[config.mk]
export PLATFORM = sky130hd
export DESIGN_NAME = gpio_uart_core
export DESIGN_NICKNAME = d
export VERILOG_FILES = /design/src/common/gpio_uart_pkg.sv /design/src/uart/uart_receiver.sv /design/src/uart/uart_transmitter.sv /design/src/hdl/gpio_port_regs.sv /design/src/hdl/command_engine.sv /design/src/hdl/gpio_uart_core.sv
export SDC_FILE = /design/constraint.sdc
export NUM_CORES = 1
export LEC_CHECK = 0
export ABC_AREA = 1
export CELL_PAD_IN_SITES_DETAIL_PLACEMENT = 2
export CELL_PAD_IN_SITES_GLOBAL_PLACEMENT = 2
export CORE_MARGIN = 3
export CORE_UTILIZATION = 46
export CTS_BUF_LIST = sky130_fd_sc_hd__clkbuf_8
export DETAILED_ROUTE_END_ITERATION = 7
export DONT_BUFFER_PORTS = 1
export PLACE_DENSITY_LB_ADDON = 0.1
export SLEW_MARGIN = 5
export SYNTH_ARGS = -nofsm -noshare
export SYNTH_HDL_FRONTEND = slang
export SYNTH_SLANG_ARGS = --single-unit
[constraint.sdc]
create_clock -name clock -period 3.3 [get_ports clock]
set_input_delay 0.66 -clock clock [delete_from_list [all_inputs] [get_ports clock]]
set_output_delay 0.66 -clock clock [all_outputs]
set_load 0.05 [all_outputs]
[src/common/gpio_uart_pkg.sv]
// Shared widths, baud timing, command opcodes, reply codes, engine states and GPIO control struct

package gpio_uart_pkg;

  // ----------------------------------------
  // Port and baud timing
  // ----------------------------------------
  localparam int unsigned GPIO_WIDTH   = 3;
  localparam int unsigned CLKS_PER_BIT = 8;   // Short bit time for simulation

  localparam int unsigned BAUD_CNT_W = $clog2(CLKS_PER_BIT);

  // Last cycle of a full bit and of a half bit
  localparam logic [BAUD_CNT_W-1:0] BIT_LAST  = BAUD_CNT_W'(CLKS_PER_BIT - 1);
  localparam logic [BAUD_CNT_W-1:0] HALF_LAST = BAUD_CNT_W'(CLKS_PER_BIT / 2 - 1);

  // ----------------------------------------
  // Host command protocol
  // ----------------------------------------
  typedef enum logic [7:0] {
    OP_SET_OE  = 8'h45,   // 'E'
    OP_SET_OUT = 8'h57,   // 'W'
    OP_READ    = 8'h52    // 'R'
  } opcode_t;

  localparam logic [7:0] REPLY_ACK = 8'h4B;   // 'K'
  localparam logic [7:0] REPLY_ERR = 8'h3F;   // '?'

  // Command engine states
  typedef enum logic [1:0] {
    ST_IDLE,    // Waiting for opcode
    ST_ARG,     // Waiting for data byte
    ST_REPLY    // Reply queued, transmitter busy
  } engine_state_t;

  // ----------------------------------------
  // Port drive state
  // ----------------------------------------
  typedef struct packed {
    logic [GPIO_WIDTH-1:0] oe;    // Per pad output enable
    logic [GPIO_WIDTH-1:0] out;   // Per pad output value
  } gpio_ctrl_t;

endpackage

[src/uart/uart_receiver.sv]
// UART 8N1 receiver with line synchronizer, start-bit check and mid-bit sampling
`timescale 1ns/100ps

module uart_receiver (
  input  logic       clock,
  input  logic       rst,
  input  logic       uart_rx,
  output logic [7:0] rx_data,
  output logic       rx_valid
);

  import gpio_uart_pkg::*;

  typedef enum logic [1:0] {RX_IDLE, RX_START, RX_DATA, RX_STOP} rx_state_t;

  rx_state_t              state;
  logic                   rx_meta;
  logic                   rx_sync;
  logic                   rx_prev;    // For falling edge detect
  logic [BAUD_CNT_W-1:0]  baud_cnt;
  logic [2:0]             bit_idx;
  logic [7:0]             shift_reg;
  logic                   mid_bit;

  assign mid_bit = (baud_cnt == BIT_LAST);

  // Line idles high, so the sync chain resets high too
  always_ff @(posedge clock) begin
    if (rst) begin
      rx_meta <= 1'b1;
      rx_sync <= 1'b1;
      rx_prev <= 1'b1;
    end else begin
      rx_meta <= uart_rx;
      rx_sync <= rx_meta;
      rx_prev <= rx_sync;
    end
  end

  // ----------------------------------------
  // Frame FSM
  // ----------------------------------------
  always_ff @(posedge clock) begin
    if (rst) begin
      state    <= RX_IDLE;
      baud_cnt <= '0;
      bit_idx  <= '0;
      rx_valid <= 1'b0;
    end else begin
      rx_valid <= 1'b0;
      baud_cnt <= baud_cnt + 1'b1;
      case (state)
        RX_IDLE: begin
          baud_cnt <= '0;
          if (rx_prev && !rx_sync) state <= RX_START;
        end
        RX_START: begin
          if (baud_cnt == HALF_LAST) begin  // Middle of start bit
            baud_cnt <= '0;
            bit_idx  <= '0;
            state    <= rx_sync ? RX_IDLE : RX_DATA;  // High again means glitch
          end
        end
        RX_DATA: begin
          if (mid_bit) begin
            baud_cnt <= '0;
            bit_idx  <= bit_idx + 1'b1;
            if (bit_idx == 3'd7) state <= RX_STOP;
          end
        end
        RX_STOP: begin
          if (mid_bit) begin
            rx_valid <= rx_sync;   // Low stop bit drops the frame
            state    <= RX_IDLE;
          end
        end
        default: state <= RX_IDLE;
      endcase
    end
  end

  // Data path, LSB first
  always_ff @(posedge clock) begin
    if (state == RX_DATA && mid_bit) shift_reg <= {rx_sync, shift_reg[7:1]};
    if (state == RX_STOP && mid_bit && rx_sync) rx_data <= shift_reg;
  end

  a_rx_valid_pulse: assert property (@(posedge clock) disable iff (rst)
    rx_valid |=> !rx_valid);

endmodule

[src/uart/uart_transmitter.sv]
// UART 8N1 transmitter with busy level
`timescale 1ns/100ps

module uart_transmitter (
  input  logic       clock,
  input  logic       rst,
  input  logic [7:0] tx_data,
  input  logic       tx_start,
  output logic       tx_busy,
  output logic       uart_tx
);

  import gpio_uart_pkg::*;

  logic [BAUD_CNT_W-1:0]  baud_cnt;
  logic [3:0]             bits_left;   // Bits still to send after the current one
  logic [8:0]             frame;       // Stop bit and data, start bit goes straight out

  // ----------------------------------------
  // Bit timing and control
  // ----------------------------------------
  always_ff @(posedge clock) begin
    if (rst) begin
      tx_busy   <= 1'b0;
      uart_tx   <= 1'b1;
      baud_cnt  <= '0;
      bits_left <= '0;
    end else if (!tx_busy) begin
      if (tx_start) begin
        tx_busy   <= 1'b1;
        uart_tx   <= 1'b0;      // Start bit
        baud_cnt  <= '0;
        bits_left <= 4'd9;
      end
    end else if (baud_cnt == BIT_LAST) begin
      baud_cnt <= '0;
      if (bits_left == 4'd0) begin
        tx_busy <= 1'b0;        // Stop bit done, line already high
      end else begin
        uart_tx   <= frame[0];
        bits_left <= bits_left - 1'b1;
      end
    end else begin
      baud_cnt <= baud_cnt + 1'b1;
    end
  end

  // Shift register
  always_ff @(posedge clock) begin
    if (!tx_busy && tx_start) begin
      frame <= {1'b1, tx_data};
    end else if (tx_busy && baud_cnt == BIT_LAST) begin
      frame <= {1'b1, frame[8:1]};
    end
  end

  a_start_when_idle: assert property (@(posedge clock) disable iff (rst)
    tx_start |-> !tx_busy);

endmodule

[src/hdl/gpio_port_regs.sv]
// GPIO output and enable registers with two-flop pin synchronizer
`timescale 1ns/100ps

module gpio_port_regs (
  input  logic                               clock,
  input  logic                               rst,
  input  logic                               wr_oe,
  input  logic                               wr_out,
  input  logic [gpio_uart_pkg::GPIO_WIDTH-1:0] wr_data,
  input  logic [gpio_uart_pkg::GPIO_WIDTH-1:0] pins,
  output gpio_uart_pkg::gpio_ctrl_t          gpio_ctrl,
  output logic [gpio_uart_pkg::GPIO_WIDTH-1:0] pins_sync
);

  import gpio_uart_pkg::*;

  logic [GPIO_WIDTH-1:0] pins_meta;

  // ----------------------------------------
  // Drive state
  // ----------------------------------------
  always_ff @(posedge clock) begin
    if (rst) begin
      gpio_ctrl <= '0;   // All pads float
    end else begin
      if (wr_oe)  gpio_ctrl.oe  <= wr_data;
      if (wr_out) gpio_ctrl.out <= wr_data;
    end
  end

  // Pads may change at any time
  always_ff @(posedge clock) begin
    pins_meta <= pins;
    pins_sync <= pins_meta;
  end

  // Engine holds one opcode at a time
  a_one_write: assert property (@(posedge clock) disable iff (rst)
    !(wr_oe && wr_out));

endmodule

[src/hdl/command_engine.sv]
// Host command FSM that parses opcodes, writes GPIO registers and queues reply bytes
`timescale 1ns/100ps

module command_engine (
  input  logic                                 clock,
  input  logic                                 rst,
  input  logic [7:0]                           rx_data,
  input  logic                                 rx_valid,
  input  logic [gpio_uart_pkg::GPIO_WIDTH-1:0] pins_sync,
  input  logic                                 tx_busy,
  output logic                                 wr_oe,
  output logic                                 wr_out,
  output logic [gpio_uart_pkg::GPIO_WIDTH-1:0] wr_data,
  output logic [7:0]                           tx_data,
  output logic                                 tx_start
);

  import gpio_uart_pkg::*;

  engine_state_t state;
  opcode_t       op;            // Pending write opcode
  logic          is_write_op;
  logic          reply_req;     // A reply becomes due this cycle
  logic          reply_rd;
  logic [7:0]    reply_val;
  logic          reply_read;    // Queued reply is the pin value
  logic [7:0]    reply_byte;

  assign is_write_op = (rx_data == OP_SET_OE) || (rx_data == OP_SET_OUT);

  // ----------------------------------------
  // Reply decode
  // ----------------------------------------
  always_comb begin
    reply_req = 1'b0;
    reply_rd  = 1'b0;
    reply_val = REPLY_ERR;
    if (rx_valid && state == ST_IDLE && !is_write_op) begin
      reply_req = 1'b1;
      reply_rd  = (rx_data == OP_READ);
    end else if (rx_valid && state == ST_ARG) begin
      reply_req = 1'b1;
      reply_val = REPLY_ACK;
    end
  end

  // Pins are taken while tx_start is high
  assign tx_data = reply_read ? {{(8 - GPIO_WIDTH){1'b0}}, pins_sync} : reply_byte;

  // ----------------------------------------
  // Control FSM
  // ----------------------------------------
  always_ff @(posedge clock) begin
    if (rst) begin
      state    <= ST_IDLE;
      wr_oe    <= 1'b0;
      wr_out   <= 1'b0;
      tx_start <= 1'b0;
    end else begin
      wr_oe    <= 1'b0;
      wr_out   <= 1'b0;
      tx_start <= 1'b0;
      case (state)
        ST_IDLE: if (rx_valid && is_write_op) state <= ST_ARG;
        ST_ARG: begin
          if (rx_valid) begin
            wr_oe  <= (op == OP_SET_OE);
            wr_out <= (op == OP_SET_OUT);
          end
        end
        ST_REPLY: begin  // Incoming bytes dropped here
          if (!tx_busy) begin
            tx_start <= 1'b1;
            state    <= ST_IDLE;
          end
        end
        default: state <= ST_IDLE;
      endcase
      if (reply_req) begin
        if (!tx_busy && !tx_start) begin
          tx_start <= 1'b1;
          state    <= ST_IDLE;
        end else begin
          state <= ST_REPLY;
        end
      end
    end
  end

  // Opcode, write data and reply payload
  always_ff @(posedge clock) begin
    if (rx_valid && state == ST_IDLE && is_write_op) op <= opcode_t'(rx_data);
    if (rx_valid && state == ST_ARG) wr_data <= rx_data[GPIO_WIDTH-1:0];
    if (reply_req) begin
      reply_read <= reply_rd;
      reply_byte <= reply_val;
    end
  end

endmodule

[src/hdl/gpio_uart_core.sv]
// Core with UART receiver, command engine, GPIO port registers and UART transmitter
`timescale 1ns/100ps

module gpio_uart_core (
  input  logic                                 clock,
  input  logic                                 rst,
  input  logic                                 uart_rx,
  output logic                                 uart_tx,
  input  logic [gpio_uart_pkg::GPIO_WIDTH-1:0] pins,
  output gpio_uart_pkg::gpio_ctrl_t            gpio_ctrl
);

  import gpio_uart_pkg::*;

  logic [7:0]            rx_data;
  logic                  rx_valid;
  logic                  wr_oe;
  logic                  wr_out;
  logic [GPIO_WIDTH-1:0] wr_data;
  logic [GPIO_WIDTH-1:0] pins_sync;
  logic [7:0]            tx_data;
  logic                  tx_start;
  logic                  tx_busy;

  uart_receiver uart_receiver_i (
    .clock    (clock),
    .rst      (rst),
    .uart_rx  (uart_rx),
    .rx_data  (rx_data),
    .rx_valid (rx_valid)
  );

  command_engine command_engine_i (
    .clock     (clock),
    .rst       (rst),
    .rx_data   (rx_data),
    .rx_valid  (rx_valid),
    .pins_sync (pins_sync),
    .tx_busy   (tx_busy),
    .wr_oe     (wr_oe),
    .wr_out    (wr_out),
    .wr_data   (wr_data),
    .tx_data   (tx_data),
    .tx_start  (tx_start)
  );

  gpio_port_regs gpio_port_regs_i (
    .clock     (clock),
    .rst       (rst),
    .wr_oe     (wr_oe),
    .wr_out    (wr_out),
    .wr_data   (wr_data),
    .pins      (pins),
    .gpio_ctrl (gpio_ctrl),
    .pins_sync (pins_sync)
  );

  uart_transmitter uart_transmitter_i (
    .clock    (clock),
    .rst      (rst),
    .tx_data  (tx_data),
    .tx_start (tx_start),
    .tx_busy  (tx_busy),
    .uart_tx  (uart_tx)
  );

endmodule

==> results.cfg <==
[synthesis]
ys_seq_area_share_pct = 64.9
ys_seq_elements = 76
ys_async_sr_fraction_pct = 0
synth_edf_count = 38
syn-cell-area_um2 = 2930
synthTopCellsByArea = edfxtp_1, dfxtp_1, nand2_1
synth.distinct_cells = 27
ys.flop_type = edfxtp_1
yosysMostFrequentCell = nand2_1
yosysWarnings = 0
avgSynthCellArea_um2 = 10.5
yosys.area.top_type_share_pct = 39.0
ys_top_cells_by_count = nand2_1, dfxtp_1, edfxtp_1, inv_1, nor2_1
yosysTopAreaCell = edfxtp_1
synth_fp_nets = 299
syn_inst = 280

[sta]
relSlewSlack_pct = 33.3
worst_pin_slew_ns = 0.993
hold_viol = 0
setup_viol_count_final = 0
fin_crit_ns = 1.99
rsz0062_at_grt = no
fin_skew_ns = 0.0144
drv_slew = 0
fin_crit_sh_pct = 60.4
setup-tns-final_ns = 0
timing.fmax_mhz = 501

[floorplanning]
coreArea_um2 = 6030
placementRows = 28
dieArea_um2 = 7360
die_w_um = 85.8
die_y_um = 85.8
start_util_pct = 48.6
pin_count = 13

[route]
vias = 1897
wl_met2_um = 3350
wl_um = 6220
ant_nets = 0
drt_first_pass_iters = 4
drtIter0Drc = 67
drc = 0
m1WireLength_um = 2600
wl_met3_um = 165
wl_per_cell_um = 17.0
dr.max_layer_used = met4
viasPerCell = 5.18

[place]
place_hpwl_um = 4330
place_inst = 350
routabilityCongestion = 0.754
io_buffers = 0

[setup_path]
path_common_cell = ha_1
path_buf_inv = 1
critPathMaxStageDelay_ns = 0.76
cp_top_family = simple AND/OR/NAND/NOR gates
crit_path_end_kind = flop
critical_path_class = reg -> reg
critPathMaxFanout = 8
cp.required_ns = 3.28
worstPathArrival_ns = 1.97
crit_slowest_cell = nor3_1
startpoint_type = flop
worstPathCellList = ha_1, ha_1, inv_1, nor3_1

[pwr]
p_per_area_nw_per_um2 = 597
ir_worst_vdd_uv = 352
total_leakage_power_nw = 1.30

[cts]
cts_buffers = 9
cts_num_sinks = 76
post_cts_buffers = 0
clk_pin_slew_ns = 0.08
ctsHoldBuffers = 0
cts_tree = yes
cts_buffer_depth = 2
clockRootBuffer = clkbuf_8
ctsResizeCount = 0
cts_htree_levels = 3
clk_latency_ns = 0.36

[grt]
track_usage_pct = 19.5
grt_max_degree = 19
grt_pass1_wl_um = 10700
first_global_vias = 2215
gr-total-overflow = 0
antenna_found_initial = 0

[finish]
drive_gt1_share_pct = 8.59
final_nets = 305
finalNonFillerCells = 366
areaGrowthSynthToFinish_pct = 10.0
antenna_cells = 0

[worst_hold_path]
hold_path.class = in -> reg

[status]
status = completed

[run]
max_cap_viol_count = 0
## metal layers
layer	vias up	global-route usage, %
met5	-	0
met4	0	7.77
met3	9	5.76
met2	22	35.2
met1	934	21.2
li1	932	-
## kinds of logic after synthesis
family          count (synthesis)  share of synthesized area [%]
compound gates                 33                           6.07
simple gates                  113                           17.4
xor+xnor                        1                          0.299
buf+inv                        44                           5.77
fa+ha+maj                      13                           5.55
flops                          76                           64.9
## power breakdown
group	leakage [nW]	switching, W	internal [W]
Clock	0.110	0.000359	0.000429
Combinational	0.538	0.0000778	0.0000419
Sequential	0.654	0.0000161	0.00100
## layout by cell type (no fill, tap or decap), types with 2 or more instances in the layout
cell type,instances
nand2_1,48
inv_1,38
dfxtp_1,38
edfxtp_1,38
nor2_1,30
nand3_1,15
a21oi_1,15
ha_1,13
o21ai_0,12
clkbuf_8,9
nor3_1,4
nand4_1,3
nor2_2,2
nand3b_1,2
nor3_2,2
o211ai_1,2
or2_2,2
o21bai_1,2
nor4_1,2
bufinv_16,2
clkinv_4,2
## worst paths after layout
kind,from,end,slack [ns],cells after the start
setup reg to reg,uart_receiver_i.baud_cnt[0],uart_receiver_i.rx_data[2],1.31,4
setup / recovery,uart_receiver_i.baud_cnt[0],uart_receiver_i.rx_data[2],1.31,4
hold / removal,pins[0],gpio_port_regs_i.pins_meta[0],0.32,0
hold reg to reg,gpio_port_regs_i.pins_meta[2],gpio_port_regs_i.pins_sync[2],0.33,0
## stage by stage
stage               instance area (µm²)  hold slack [ns]  setup WS (ns)  total power [W]  utilization, %
floorplan                          2930            0.310           1.58          0.00113               -
global placement                   3000            0.315           1.45          0.00115            49.8
detailed placement                 3000            0.315           1.30          0.00116            49.8
CTS                                3220            0.312           1.25          0.00195            53.5
global route                       3220            0.296           1.07          0.00202            53.5
finish                             3220            0.325           1.31          0.00192            53.5
## layout make-up
cell class	instances	area, µm²
Clock buffer	9	124
Multi-Input combinational cell	160	858
Sequential cell	76	1900
Inverter	39	146
Fill cell	625	2800
Clock inverter	7	98.8
Tap cell	75	93.8
Power figures use the tool's default switching activity.
